--- src/cpu_pkg.sv ---
`default_nettype none

package cpu_pkg;

    localparam int XLEN       = 32;
    localparam int REG_ADDR_W = 5;

    typedef logic [XLEN-1:0]       word_t;
    typedef logic [REG_ADDR_W-1:0] reg_addr_t;

    // Instruction field positions
    localparam int RD_LSB     = 0;
    localparam int RJ_LSB     = 5;
    localparam int RK_LSB     = 10;
    localparam int SI12_LSB   = 10;
    localparam int SI12_W     = 12;
    localparam int SI20_LSB   = 5;
    localparam int SI20_W     = 20;
    localparam int OP_R_LSB   = 15;    // 3R group opcode in bits 31..15
    localparam int OP_I12_LSB = 22;    // 2RI12 group in bits 31..22
    localparam int OP_I20_LSB = 25;    // 1RI20 group in bits 31..25

    // Opcode values
    localparam logic [16:0] OP_ADD_W   = 17'h00020;
    localparam logic [16:0] OP_SUB_W   = 17'h00022;
    localparam logic [16:0] OP_SLT     = 17'h00024;
    localparam logic [16:0] OP_AND     = 17'h00029;
    localparam logic [16:0] OP_OR      = 17'h0002A;
    localparam logic [16:0] OP_XOR     = 17'h0002B;
    localparam logic [9:0]  OP_ADDI_W  = 10'h00A;
    localparam logic [9:0]  OP_LD_W    = 10'h0A2;
    localparam logic [9:0]  OP_ST_W    = 10'h0A6;
    localparam logic [6:0]  OP_LU12I_W = 7'h0A;

    typedef enum logic [2:0] {
        ALU_ADD, ALU_SUB, ALU_SLT, ALU_AND, ALU_OR, ALU_XOR, ALU_LUI
    } alu_op_e;

    typedef enum logic {
        WD_ALU,
        WD_RAM
    } wd_sel_e;

    typedef enum logic [1:0] {
        MEM_IDLE,
        MEM_READ,
        MEM_WRITE
    } mem_state_e;

    typedef struct packed {
        alu_op_e alu_op;
        logic    src_b_imm;    // Operand B from the immediate
        logic    rf_we;
        wd_sel_e wd_sel;
        logic    mem_rd;
        logic    mem_wr;
    } ctrl_t;

    typedef struct packed {
        logic  rd;
        logic  wr;
        word_t addr;
        word_t wdata;
    } mem_req_t;

endpackage

`default_nettype wire
--- src/cpu_core.sv ---
`default_nettype none
`timescale 1ns/1ps

module cpu_core #(
    parameter cpu_pkg::word_t RESET_PC = 32'h1C00_0000
) (
    input  logic               cpu_clk,
    input  logic               cpu_rstn,
    input  logic               ex_flag,
    input  cpu_pkg::word_t     ex_inst,
    output logic               ex_finish,
    output logic [3:0]         daccess_ren,
    output logic [3:0]         daccess_wen,
    output cpu_pkg::word_t     daccess_addr,
    output cpu_pkg::word_t     daccess_wdata,
    input  logic               daccess_valid,
    input  logic               daccess_wresp,
    input  cpu_pkg::word_t     daccess_rdata,
    output logic               debug_wb_valid,
    output cpu_pkg::word_t     debug_wb_pc,
    output logic [3:0]         debug_wb_ena,
    output cpu_pkg::reg_addr_t debug_wb_reg,
    output cpu_pkg::word_t     debug_wb_value
);
    import cpu_pkg::*;

    typedef struct packed {
        word_t pc;
        word_t inst;
    } id_stage_t;

    typedef struct packed {
        word_t     pc;
        ctrl_t     ctrl;
        reg_addr_t rd;
        word_t     op_a;
        word_t     op_b;    // Also the store data
        word_t     imm;
    } ex_stage_t;

    typedef struct packed {
        word_t     pc;
        ctrl_t     ctrl;
        reg_addr_t rd;
        word_t     result;
        word_t     store;
    } mem_stage_t;

    typedef struct packed {
        word_t     pc;
        ctrl_t     ctrl;
        reg_addr_t rd;
        word_t     result;
    } wb_stage_t;

    typedef struct packed {
        logic      we;
        reg_addr_t rd;
        word_t     data;
    } fwd_src_t;

    logic       id_valid, ex_valid, mem_valid, wb_valid;
    id_stage_t  id_q;
    ex_stage_t  ex_q;
    mem_stage_t mem_q;
    wb_stage_t  wb_q;

    logic       stall;
    logic       accept;
    word_t      fetch_pc;
    ctrl_t      dec_ctrl;
    reg_addr_t  dec_rj, dec_rk, dec_rd;
    word_t      dec_imm;
    logic       dec_uses_rk;
    word_t      rf_rdata1, rf_rdata2;
    word_t      id_op_a, id_op_b;
    word_t      ex_result, mem_rdata, wb_wdata;
    fwd_src_t   ex_fwd, mem_fwd, wb_fwd;
    mem_req_t   mem_req;

    // Youngest matching producer wins
    function automatic word_t forward(input reg_addr_t src, input word_t rf_val,
                                     input fwd_src_t ex_s, input fwd_src_t mem_s,
                                     input fwd_src_t wb_s);
        word_t val;
        val = rf_val;
        if (src != '0) begin
            if (ex_s.we && (ex_s.rd == src)) begin
                val = ex_s.data;
            end else if (mem_s.we && (mem_s.rd == src)) begin
                val = mem_s.data;
            end else if (wb_s.we && (wb_s.rd == src)) begin
                val = wb_s.data;
            end
        end
        return val;
    endfunction

    assign accept = ex_flag && !stall;    // ex_flag ignored while stalled

    pc_counter #(.RESET_PC(RESET_PC)) u_pc_counter (
        .cpu_clk (cpu_clk),
        .cpu_rstn(cpu_rstn),
        .advance (accept),
        .pc      (fetch_pc)
    );

    inst_decoder u_inst_decoder (
        .inst   (id_q.inst),
        .ctrl   (dec_ctrl),
        .rj     (dec_rj),
        .rk     (dec_rk),
        .rd     (dec_rd),
        .imm    (dec_imm),
        .uses_rk(dec_uses_rk)
    );

    reg_file u_reg_file (
        .cpu_clk (cpu_clk),
        .cpu_rstn(cpu_rstn),
        .raddr1  (dec_rj),
        .raddr2  (dec_rk),
        .rdata1  (rf_rdata1),
        .rdata2  (rf_rdata2),
        .we      (wb_fwd.we),
        .waddr   (wb_q.rd),
        .wdata   (wb_wdata)
    );

    assign ex_fwd  = '{we: ex_valid && ex_q.ctrl.rf_we, rd: ex_q.rd, data: ex_result};
    assign mem_fwd = '{we: mem_valid && mem_q.ctrl.rf_we, rd: mem_q.rd, data: mem_q.result};
    assign wb_fwd  = '{we: wb_valid && wb_q.ctrl.rf_we, rd: wb_q.rd, data: wb_wdata};

    assign id_op_a = forward(dec_rj, rf_rdata1, ex_fwd, mem_fwd, wb_fwd);
    assign id_op_b = dec_uses_rk ? forward(dec_rk, rf_rdata2, ex_fwd, mem_fwd, wb_fwd)
                                 : rf_rdata2;

    exec_unit u_exec_unit (
        .ctrl  (ex_q.ctrl),
        .op_a  (ex_q.op_a),
        .op_b  (ex_q.op_b),
        .imm   (ex_q.imm),
        .result(ex_result)
    );

    assign mem_req = '{rd: mem_q.ctrl.mem_rd, wr: mem_q.ctrl.mem_wr,
                       addr: mem_q.result, wdata: mem_q.store};

    mem_access_ctrl u_mem_access_ctrl (
        .cpu_clk      (cpu_clk),
        .cpu_rstn     (cpu_rstn),
        .req          (mem_req),
        .req_valid    (mem_valid),
        .stall        (stall),
        .rdata        (mem_rdata),
        .daccess_ren  (daccess_ren),
        .daccess_wen  (daccess_wen),
        .daccess_addr (daccess_addr),
        .daccess_wdata(daccess_wdata),
        .daccess_valid(daccess_valid),
        .daccess_wresp(daccess_wresp),
        .daccess_rdata(daccess_rdata)
    );

    always_ff @(posedge cpu_clk or negedge cpu_rstn) begin
        if (!cpu_rstn) begin
            id_valid  <= 1'b0;
            ex_valid  <= 1'b0;
            mem_valid <= 1'b0;
            wb_valid  <= 1'b0;
        end else begin
            if (!stall) begin
                id_valid  <= ex_flag;
                ex_valid  <= id_valid;
                mem_valid <= ex_valid;
            end
            wb_valid <= mem_valid && !stall;    // Bubble while memory waits
        end
    end

    always_ff @(posedge cpu_clk) begin
        if (!stall) begin
            id_q  <= '{pc: fetch_pc, inst: ex_inst};
            ex_q  <= '{pc: id_q.pc, ctrl: dec_ctrl, rd: dec_rd,
                       op_a: id_op_a, op_b: id_op_b, imm: dec_imm};
            mem_q <= '{pc: ex_q.pc, ctrl: ex_q.ctrl, rd: ex_q.rd,
                       result: ex_result, store: ex_q.op_b};
            wb_q  <= '{pc: mem_q.pc, ctrl: mem_q.ctrl, rd: mem_q.rd, result: mem_q.result};
        end
    end

    // Load data comes from the controller's capture register
    assign wb_wdata = (wb_q.ctrl.wd_sel == WD_RAM) ? mem_rdata : wb_q.result;

    assign ex_finish      = wb_valid;
    assign debug_wb_valid = wb_valid;
    assign debug_wb_pc    = wb_q.pc;
    assign debug_wb_ena   = {4{wb_fwd.we}};
    assign debug_wb_reg   = wb_q.rd;
    assign debug_wb_value = wb_wdata;

endmodule

`default_nettype wire

--- src/mem_access_ctrl.sv ---
`default_nettype none
`timescale 1ns/1ps

module mem_access_ctrl (
    input  logic              cpu_clk,
    input  logic              cpu_rstn,
    input  cpu_pkg::mem_req_t req,
    input  logic              req_valid,
    output logic              stall,
    output cpu_pkg::word_t    rdata,
    output logic [3:0]        daccess_ren,
    output logic [3:0]        daccess_wen,
    output cpu_pkg::word_t    daccess_addr,
    output cpu_pkg::word_t    daccess_wdata,
    input  logic              daccess_valid,
    input  logic              daccess_wresp,
    input  cpu_pkg::word_t    daccess_rdata
);
    import cpu_pkg::*;

    mem_state_e state;
    mem_req_t   req_q;
    logic       start;
    logic       done;

    assign start = (state == MEM_IDLE) && req_valid && (req.rd || req.wr);
    assign done  = ((state == MEM_READ) && daccess_valid) ||
                   ((state == MEM_WRITE) && daccess_wresp);

    always_ff @(posedge cpu_clk or negedge cpu_rstn) begin
        if (!cpu_rstn) begin
            state <= MEM_IDLE;
        end else begin
            case (state)
                MEM_IDLE:  if (start) state <= req.rd ? MEM_READ : MEM_WRITE;
                MEM_READ,
                MEM_WRITE: if (done) state <= MEM_IDLE;
                default:   state <= MEM_IDLE;
            endcase
        end
    end

    always_ff @(posedge cpu_clk) begin
        if (start) begin
            req_q <= req;    // Held stable until the response
        end
        if ((state == MEM_READ) && daccess_valid) begin
            rdata <= daccess_rdata;
        end
    end

    // Also high in the cycle a new request is seen
    assign stall = start || ((state != MEM_IDLE) && !done);

    assign daccess_ren   = (state == MEM_READ) ? 4'hF : 4'h0;
    assign daccess_wen   = (state == MEM_WRITE) ? 4'hF : 4'h0;
    assign daccess_addr  = req_q.addr;
    assign daccess_wdata = req_q.wdata;

endmodule

`default_nettype wire

--- src/exec_unit.sv ---
`default_nettype none
`timescale 1ns/1ps

module exec_unit (
    input  cpu_pkg::ctrl_t ctrl,
    input  cpu_pkg::word_t op_a,
    input  cpu_pkg::word_t op_b,
    input  cpu_pkg::word_t imm,
    output cpu_pkg::word_t result
);
    import cpu_pkg::*;

    word_t src_b;
    logic  less;

    assign src_b = ctrl.src_b_imm ? imm : op_b;
    assign less  = $signed(op_a) < $signed(src_b);

    // Loads and stores take the ALU_ADD path for rj + si12
    always_comb begin
        case (ctrl.alu_op)
            ALU_ADD: result = op_a + src_b;
            ALU_SUB: result = op_a - src_b;
            ALU_SLT: result = {{(XLEN-1){1'b0}}, less};
            ALU_AND: result = op_a & src_b;
            ALU_OR:  result = op_a | src_b;
            ALU_XOR: result = op_a ^ src_b;
            ALU_LUI: result = imm;    // Already shifted up by the decoder
            default: result = '0;
        endcase
    end

endmodule

`default_nettype wire

--- src/reg_file.sv ---
`default_nettype none
`timescale 1ns/1ps

module reg_file (
    input  logic               cpu_clk,
    input  logic               cpu_rstn,
    input  cpu_pkg::reg_addr_t raddr1,
    input  cpu_pkg::reg_addr_t raddr2,
    output cpu_pkg::word_t     rdata1,
    output cpu_pkg::word_t     rdata2,
    input  logic               we,
    input  cpu_pkg::reg_addr_t waddr,
    input  cpu_pkg::word_t     wdata
);
    import cpu_pkg::*;

    localparam int NUM_REGS = 1 << REG_ADDR_W;

    word_t regs [NUM_REGS];

    always_ff @(posedge cpu_clk or negedge cpu_rstn) begin
        if (!cpu_rstn) begin
            for (int i = 0; i < NUM_REGS; i++) begin
                regs[i] <= '0;
            end
        end else if (we && (waddr != '0)) begin    // r0 stays zero
            regs[waddr] <= wdata;
        end
    end

    assign rdata1 = (raddr1 == '0) ? '0 : regs[raddr1];
    assign rdata2 = (raddr2 == '0) ? '0 : regs[raddr2];

endmodule

`default_nettype wire

--- src/inst_decoder.sv ---
`default_nettype none
`timescale 1ns/1ps

module inst_decoder (
    input  cpu_pkg::word_t     inst,
    output cpu_pkg::ctrl_t     ctrl,
    output cpu_pkg::reg_addr_t rj,
    output cpu_pkg::reg_addr_t rk,
    output cpu_pkg::reg_addr_t rd,
    output cpu_pkg::word_t     imm,
    output logic               uses_rk
);
    import cpu_pkg::*;

    logic [16:0] op_r;
    logic [9:0]  op_i12;
    logic [6:0]  op_i20;
    word_t       si12_ext;
    word_t       si20_up;

    assign op_r   = inst[XLEN-1:OP_R_LSB];
    assign op_i12 = inst[XLEN-1:OP_I12_LSB];
    assign op_i20 = inst[XLEN-1:OP_I20_LSB];

    assign si12_ext = {{(XLEN-SI12_W){inst[SI12_LSB+SI12_W-1]}}, inst[SI12_LSB +: SI12_W]};
    assign si20_up  = {inst[SI20_LSB +: SI20_W], {(XLEN-SI20_W){1'b0}}};

    assign rj = inst[RJ_LSB +: REG_ADDR_W];
    assign rd = inst[RD_LSB +: REG_ADDR_W];

    always_comb begin
        ctrl    = '0;          // No-op unless a code matches
        imm     = si12_ext;
        uses_rk = 1'b0;
        rk      = inst[RK_LSB +: REG_ADDR_W];
        if (op_r inside {OP_ADD_W, OP_SUB_W, OP_SLT, OP_AND, OP_OR, OP_XOR}) begin
            ctrl.rf_we = 1'b1;
            uses_rk    = 1'b1;
            case (op_r)
                OP_SUB_W: ctrl.alu_op = ALU_SUB;
                OP_SLT:   ctrl.alu_op = ALU_SLT;
                OP_AND:   ctrl.alu_op = ALU_AND;
                OP_OR:    ctrl.alu_op = ALU_OR;
                OP_XOR:   ctrl.alu_op = ALU_XOR;
                default:  ctrl.alu_op = ALU_ADD;
            endcase
        end else if (op_i12 == OP_ADDI_W || op_i12 == OP_LD_W) begin
            ctrl.src_b_imm = 1'b1;
            ctrl.rf_we     = 1'b1;
            if (op_i12 == OP_LD_W) begin
                ctrl.wd_sel = WD_RAM;
                ctrl.mem_rd = 1'b1;
            end
        end else if (op_i12 == OP_ST_W) begin
            ctrl.src_b_imm = 1'b1;
            ctrl.mem_wr    = 1'b1;
            rk             = rd;    // Store data register sits in the rd field
            uses_rk        = 1'b1;
        end else if (op_i20 == OP_LU12I_W) begin
            ctrl.alu_op    = ALU_LUI;
            ctrl.src_b_imm = 1'b1;
            ctrl.rf_we     = 1'b1;
            imm            = si20_up;
        end
    end

endmodule

`default_nettype wire

--- src/pc_counter.sv ---
`default_nettype none
`timescale 1ns/1ps

module pc_counter #(
    parameter cpu_pkg::word_t RESET_PC = 32'h1C00_0000
) (
    input  logic           cpu_clk,
    input  logic           cpu_rstn,
    input  logic           advance,
    output cpu_pkg::word_t pc
);

    always_ff @(posedge cpu_clk or negedge cpu_rstn) begin
        if (!cpu_rstn) begin
            pc <= RESET_PC;
        end else if (advance) begin
            pc <= pc + 32'd4;    // One instruction word
        end
    end

endmodule

`default_nettype wire

--- config.mk ---
export PLATFORM = sky130hd
export DESIGN_NAME = cpu_core
export DESIGN_NICKNAME = d
export VERILOG_FILES = /design/src/cpu_pkg.sv /design/src/cpu_core.sv /design/src/mem_access_ctrl.sv /design/src/exec_unit.sv /design/src/reg_file.sv /design/src/inst_decoder.sv /design/src/pc_counter.sv
export SDC_FILE = /design/constraint.sdc
export NUM_CORES = 2
export LEC_CHECK = 0
export ABC_AREA = 1
export BUFFER_PORTS_ARGS = -buffer_cell sky130_fd_sc_hd__buf_4
export CAP_MARGIN = 20
export CORE_ASPECT_RATIO = 0.5
export CORE_MARGIN = 2
export CORE_UTILIZATION = 31
export CTS_BUF_LIST = sky130_fd_sc_hd__clkbuf_2 sky130_fd_sc_hd__clkbuf_4 sky130_fd_sc_hd__clkbuf_8
export CTS_CLUSTER_DIAMETER = 50
export DETAILED_ROUTE_END_ITERATION = 7
export GPL_TIMING_DRIVEN = 0
export PLACE_DENSITY = 0.44
export SLEW_MARGIN = 40
export SYNTH_ARGS = -nofsm -noshare
export SYNTH_HDL_FRONTEND = slang
export SYNTH_HIERARCHICAL = 1
export SYNTH_SLANG_ARGS = --single-unit
--- constraint.sdc ---
create_clock -name cpu_clk -period 9.3 [get_ports cpu_clk]
set_clock_uncertainty 0.15 [all_clocks]
set_input_delay 0.93 -clock cpu_clk [delete_from_list [all_inputs] [get_ports cpu_clk]]
set_output_delay 0.93 -clock cpu_clk [all_outputs]
set_load 0.02 [all_outputs]
======== After elaboration in Yosys (flattened, before gate mapping) ========
Index checks and enable logic that the tools add are counted.
operators by class
  muxes and demuxes ....................... 48
  bitwise gates (word level) .............. 7
  add/subtract/negate cells ............... 3
  eq/ne operators ......................... 26
  reduce and logical (&&, ||, !) cells .... 37
  magnitude comparators ................... 5
operators with widths
  operator                                                                 count
  1024-bit bitwise mux                                                     1
  32-bit 2-to-1 mux                                                        22
  32-bit binary-select mux with 5-bit select                               2
  32-bit one-hot mux with 7 select lines                                   1
  32-bit demux with 5-bit select                                           1
  17-bit by 6-bit equality test with 1-bit output (second input constant)  6
  32-bit by 3-bit adder with 32-bit output (second input constant)         1
  32-bit adder                                                             1
  32-bit AND                                                               1
  32-bit < comparator                                                      1
  32-bit bitwise OR                                                        1
  32-bit subtractor                                                        1
  32-bit bitwise XOR                                                       1
  5-bit equality test                                                      6
  10-bit by 8-bit equality test with 1-bit output (second input constant)  2
  5-bit 2-to-1 mux                                                         4
  6-bit greater-or-equal comparator (second input constant)                3
  1-bit logical AND                                                        18
  5-bit NOT with 6-bit output                                              3
  3-bit one-hot mux with 5 select lines                                    1
  5-bit nonzero test                                                       3
  10-bit by 4-bit equality test with 1-bit output (second input constant)  1
  5-bit zero test                                                          2
  2-bit 2-to-1 mux                                                         5
  21 further kinds                                                         38
storage, ports and cells
  bits of input ports ..................... 69
  bits in registers ....................... 1539
  output and inout port bits .............. 147
  word-level logic and storage cells ...... 193

======== Logic depth before layout (Yosys ltp) ========
  word-level depth ........................ 14
  mapped depth ............................ 28
  depth with buffers taken out ............ 23

======== By module ========
The synthesis kept the hierarchy.
modules (own cells, without submodules)
  module           area each (um^2)  sequential area each (um^2)  cells an instance  times used
  reg_file         58004.4           25624.6                      8370               1
  cpu_core         16643.5           11541.1                      1529               1
  exec_unit        7258.2            0.0                          1409               1
  mem_access_ctrl  3141.8            2932.8                       134                1
  pc_counter       1664.1            754.5                        197                1
  inst_decoder     690.7             0.0                          151                1

======== Least setup slack after synthesis ========
Ideal clock, no wire load.
  path type ............................... input port to flip-flop
  start point ............................. input port daccess_valid
  end point ............................... register mem_valid
  path buffers ............................ 0
  required time ........................... 8.663 ns
  cell stages on the path ................. 5
  arrival ................................. 8.875 ns
  setup time .............................. 0.487 ns
  path slack .............................. -0.212 ns
  path through ............................ nand2_1 nand3_1 nand2_1 inv_1 o21ai_0
on the way
  cells in the longest elaborated chain, start to end .. 5
RTL lines
  item                  RTL line               RTL
  from (decl)           cpu_core.sv:16         input logic daccess_valid,
  1-bit logical AND     mem_access_ctrl.sv:27  assign done = ((state == MEM_READ) && daccess_valid) ||
  1-bit logical OR      mem_access_ctrl.sv:27
  1-bit zero test       mem_access_ctrl.sv:53  assign stall = start || ((state != MEM_IDLE) && !done);
  1-bit logical AND     mem_access_ctrl.sv:53
  1-bit logical OR      mem_access_ctrl.sv:53
  via stall             cpu_core.sv:68         logic stall;
  to (signal assigned)  cpu_core.sv:175        mem_valid <= ex_valid;
  to (decl)             cpu_core.sv:62         logic id_valid, ex_valid, mem_valid, wb_valid;
The timed path passes the listed nets, and every way through them passes these cells.
A chain may end at the register's enable or synchronous reset.

======== Worst setup path in the final report ========
  start point ............................. register id_q[26] (netlist name)
  end point ............................... register ex_q[60] (netlist name) (data pin)
on the way
  cells in the longest elaborated chain, start to end .. 14
  elaborated cells on any way between the ends .. 35
  classes of those cells .................. eq/ne (12); mux (15); bitwise (1); reduce/logical (7)
RTL lines
  item                                                                           RTL line                                RTL
  from (decl)                                                                    cpu_core.sv:63                          id_stage_t id_q;
  from (signal assigned)                                                         cpu_core.sv:183                         id_q <= '{pc: fetch_pc, inst: ex_inst};
  10-bit by 8-bit equality test with 1-bit output, or another cell as far along  inst_decoder.sv:54                      end else if (op_i12 == OP_ST_W) begin
  5-bit 2-to-1 mux / 1-bit logical OR (equally long branches)                    inst_decoder.sv:54, inst_decoder.sv:47
  5-bit 2-to-1 mux                                                               inst_decoder.sv:47                      end else if (op_i12 == OP_ADDI_W || op_i12 == OP_LD_W) begin
  5-bit 2-to-1 mux (*)                                                           inst_decoder.sv:36                      if (op_r inside {OP_ADD_W, OP_SUB_W, OP_SLT, OP_AND, OP_OR, OP_XOR}) begin
  via dec_rk[0]                                                                  cpu_core.sv:72                          reg_addr_t dec_rj, dec_rk, dec_rd;
  5-bit NOT with 6-bit output (implied by the code)                              reg_file.sv:32                          assign rdata2 = (raddr2 == '0) ? '0 : regs[raddr2];
  32-bit binary-select mux with 5-bit select                                     reg_file.sv:32
  32-bit 2-to-1 mux (implied by the code) (2 in a row)                           reg_file.sv:32
  32-bit 2-to-1 mux (*)                                                          reg_file.sv:32
  via rf_rdata2[28]                                                              cpu_core.sv:75                          word_t rf_rdata1, rf_rdata2;
  32-bit 2-to-1 mux                                                              cpu_core.sv:92                          end else if (wb_s.we && (wb_s.rd == src)) begin
  32-bit 2-to-1 mux                                                              cpu_core.sv:90                          end else if (mem_s.we && (mem_s.rd == src)) begin
  32-bit 2-to-1 mux                                                              cpu_core.sv:88                          if (ex_s.we && (ex_s.rd == src)) begin
  32-bit 2-to-1 mux                                                              cpu_core.sv:87                          if (src != '0) begin
  32-bit 2-to-1 mux (*)                                                          cpu_core.sv:135                         assign id_op_b = dec_uses_rk ? forward(dec_rk, rf_rdata2, ex_fwd, mem_fwd, wb_fwd)
  via id_op_b[28]                                                                cpu_core.sv:76                          word_t id_op_a, id_op_b;
  to (signal assigned)                                                           cpu_core.sv:184                         ex_q <= '{pc: id_q.pc, ctrl: dec_ctrl, rd: dec_rd,
  to (decl)                                                                      cpu_core.sv:64                          ex_stage_t ex_q;
Mark *: on every way through the listed nets, which the timed path passes. The rest lies on a longest branch. The select of a mux whose other input is x is not followed.

==> impl_metrics.tcl <==
set metrics [dict create \
    status "finished with violations" \
    violations "DRC" \
    synth_flop_cell "dfrtp_1" \
    grt_pass1_vias 85500 \
    clkSinkCount 1537 \
    antenna_found_initial 68 \
    finalHoldViolCount 0 \
    final_cell_mix "3800 x nand2_1, 1234 x nand3_1, 1083 x o21ai_0" \
    cts_resized 0 \
    hp-class "input pin to flop" \
    power_switching_mw 26.4 \
    cpMostUsedCell "nand2_1" \
    nets 12600 \
    synth-edff-count 477 \
    dp.final_hpwl_um 419000 \
    syn_area_mm2 0.0874 \
    slowest_delay_ns 0.75 \
    peakVddDrop_v 0.000220 \
    ys_seq_elements 1537 \
    finalWorstPathRequiredPeriod_ns 6.31 \
    largest_reg_flops 1024 \
    max_freq_mhz 158 \
    cts_tree "done" \
    synthArstFlopShare_pct 69.0 \
    dp.cells 15800 \
    gp_congestion 1.03 \
    final_cells 16400 \
    io_buffers 215 \
    drt-initial-drc-count 14600 \
    postCtsSetupBuffers 0 \
    rows 137 \
    cp_data_required_time_ns 9.95 \
    wl_per_cell_um 34.2 \
    synth_top_area_cell "dfrtp_1" \
    maxCapViolCount 0 \
    syn_inst 11800 \
    fin_area_mm2 0.103 \
    ys_top_cells_by_area "dfrtp_1 30%, edfxtp_1 16%, nand2_1 16%" \
    placed_cell_area_mm2 0.0962 \
    synth.distinct_cells 53 \
    syn_avg_cell_area_um2 7.41 \
    final_core_util_pct 36.7 \
    slew_headroom_pct 29.8 \
    crit_path_top_delay_cell "buf_2" \
    track_usage_pct 38.1 \
    cts.htree.levels 5 \
    die_area_mm2 0.286 \
    final_common_cell "nand2_1" \
    clockBufferDepth 4 \
    dieWidth_um 755 \
    rrSetupSlack_ns 2.99 \
    top_register "u_reg_file/regs" \
    drive_gt1_share_pct 13.1 \
    hold_slack_ns 0.200 \
    start_kind "flop" \
    drt_pass1_iterations 8 \
    comb_power_share_pct 60.8 \
    worstReg2RegStart "id_q[26]$_DFFE_PN_" \
    rsz0062_at_grt "false" \
    worstMarginPinSlew_ns 1.05 \
    totalWireLength_um 562000 \
    finalMaxSlewViolations 0 \
    via_count 92500 \
    path_delay_family "buffers and inverters" \
    pre_cts_slack_ns 3.40 \
    setup_violations 0 \
    timing.final.crit_share_pct 67.8 \
    top_level_ports 216 \
    p_clk_share_pct 15.6 \
    swShare_pct 57.6 \
    drcViolationCount 7 \
    tns_ns 0 \
    root_buffer "clkbuf_8" \
    worstPathArrival_ns 6.96 \
    numCtsBuffers 267 \
    die_h_um 379 \
    yosysTopAreaCellShare_pct 30.3 \
    setup_ws_ns 2.99 \
    path_clk_slew_ns 0.07 \
    power.internal_mw 19.4 \
    gr-total-overflow 0 \
    initial_core_util_pct 31.3 \
    coreArea_mm2 0.280 \
    p_leak_nw 47.9 \
    ys_warn_count 6 \
    seq_power_share_pct 23.6 \
    grt_pass1_wl_um 744000 \
    min-delay-start "daccess_wresp" \
    crit_fanout 17 \
    largestRegisters "u_reg_file/regs x1024, ex_q x136, mem_q x68" \
    setup.worst_path.start "id_q[26]$_DFFE_PN_" \
    cp_num_buf_inv 7 \
    viasPerCell 5.64 \
    seq_area_frac_synth_pct 46.7 \
    grt_max_degree 100 \
    synthToLayoutAreaGrowth_pct 17.4 \
    clkLatencyLatePin_ns 1.09 \
    powerDensity_mw_per_mm2 446 \
    end_kind "flop" \
    power_mw 45.8 \
    path_class "flop to flop" \
    postRouteAntennaNets 0 \
]
## routing by layer
metal	up-vias	wire length, µm	global-route usage (%)
li1	39300	-	-
met1	45600	228000	50.3
met2	6145	222000	53.3
met3	1339	80700	16.4
met4	26	30700	17.9
met5	-	655	1.18
## synthesized netlist by cell type (all sizes together), types with 4 or more instances
cell type and n:
a21oi 573, a221oi 20, a31oi 4, buf 421
clkbuf 477, dfrtp 1057, edfxtp 477, ha 110
inv 1119, nand2 3823, nand3 1256, nand3b 5
nand4 52, nor2 926, nor3 24, nor4 4
o211ai 204, o21ai 1150, o21bai 12, o221ai 11
o22ai 27, xnor2 11, xor2 17
## worst paths after layout
check,cells past startpoint,to
worst max-delay path,26,ex_q[60]$_DFFE_PN_
worst min-delay path,5,u_mem_access_ctrl/state[0]$_DFFE_PN0P_
worst max register to register,26,ex_q[60]$_DFFE_PN_
worst min register to register,0,ex_q[115]$_DFFE_PN_
max in group asynchronous,7,u_reg_file/regs[983]$_DFFE_PN0P_
min in group asynchronous,2,u_reg_file/regs[138]$_DFFE_PN0P_
## cells by family after synthesis
kind of cell	after synthesis	synth area share, %
buf+inv	2020	9.79
simple gates	6091	29.1
fa+ha+maj	112	1.62
compound gates	2001	12.5
flops	1537	46.7
other cells	1	0.00429
xor+xnor	28	0.281
## power groups by stage
| stage | registers [mW] | logic (mW) | clock network [mW] |
|---|---|---|---|
| floorplan | 10.6 | 12.4 | 0 |
| global placement | 11.1 | 21.3 | 0 |
| detailed placement | 10.9 | 26.1 | 0 |
| CTS | 10.8 | 26.2 | 7.24 |
| global route | 11.0 | 28.5 | 7.52 |
| finish | 10.8 | 27.8 | 7.14 |
## timing repair
action | 4_1_cts | 5_1_grt
endpoints found under the hold margin | 197 | 0
hold buffers | 65 | 0
setup endpoints to repair | 0 | 0
## cell type report
| type | instances | area, µm² |
|---|---|---|
| Inverter | 1122 | 4240 |
| Multi-Input combinational cell | 8234 | 38100 |
| Clock buffer | 386 | 4860 |
| Timing Repair Buffer | 363 | 4270 |
| Clock inverter | 77 | 820 |
| Sequential cell | 1537 | 40900 |
| Fill cell | 29900 | 177000 |
| Tap cell | 3753 | 4700 |
| Antenna cell | 32 | 80.1 |
| Buffer | 898 | 4740 |
## tightest hold or removal path, cell delays in order
cell     delay (ns)
buf_4          0.08
nand2_1        0.08
nand3_2        0.11
nand3_1        0.08
nand2_1        0.07
Note: power is estimated with default switching activity, not from simulation.
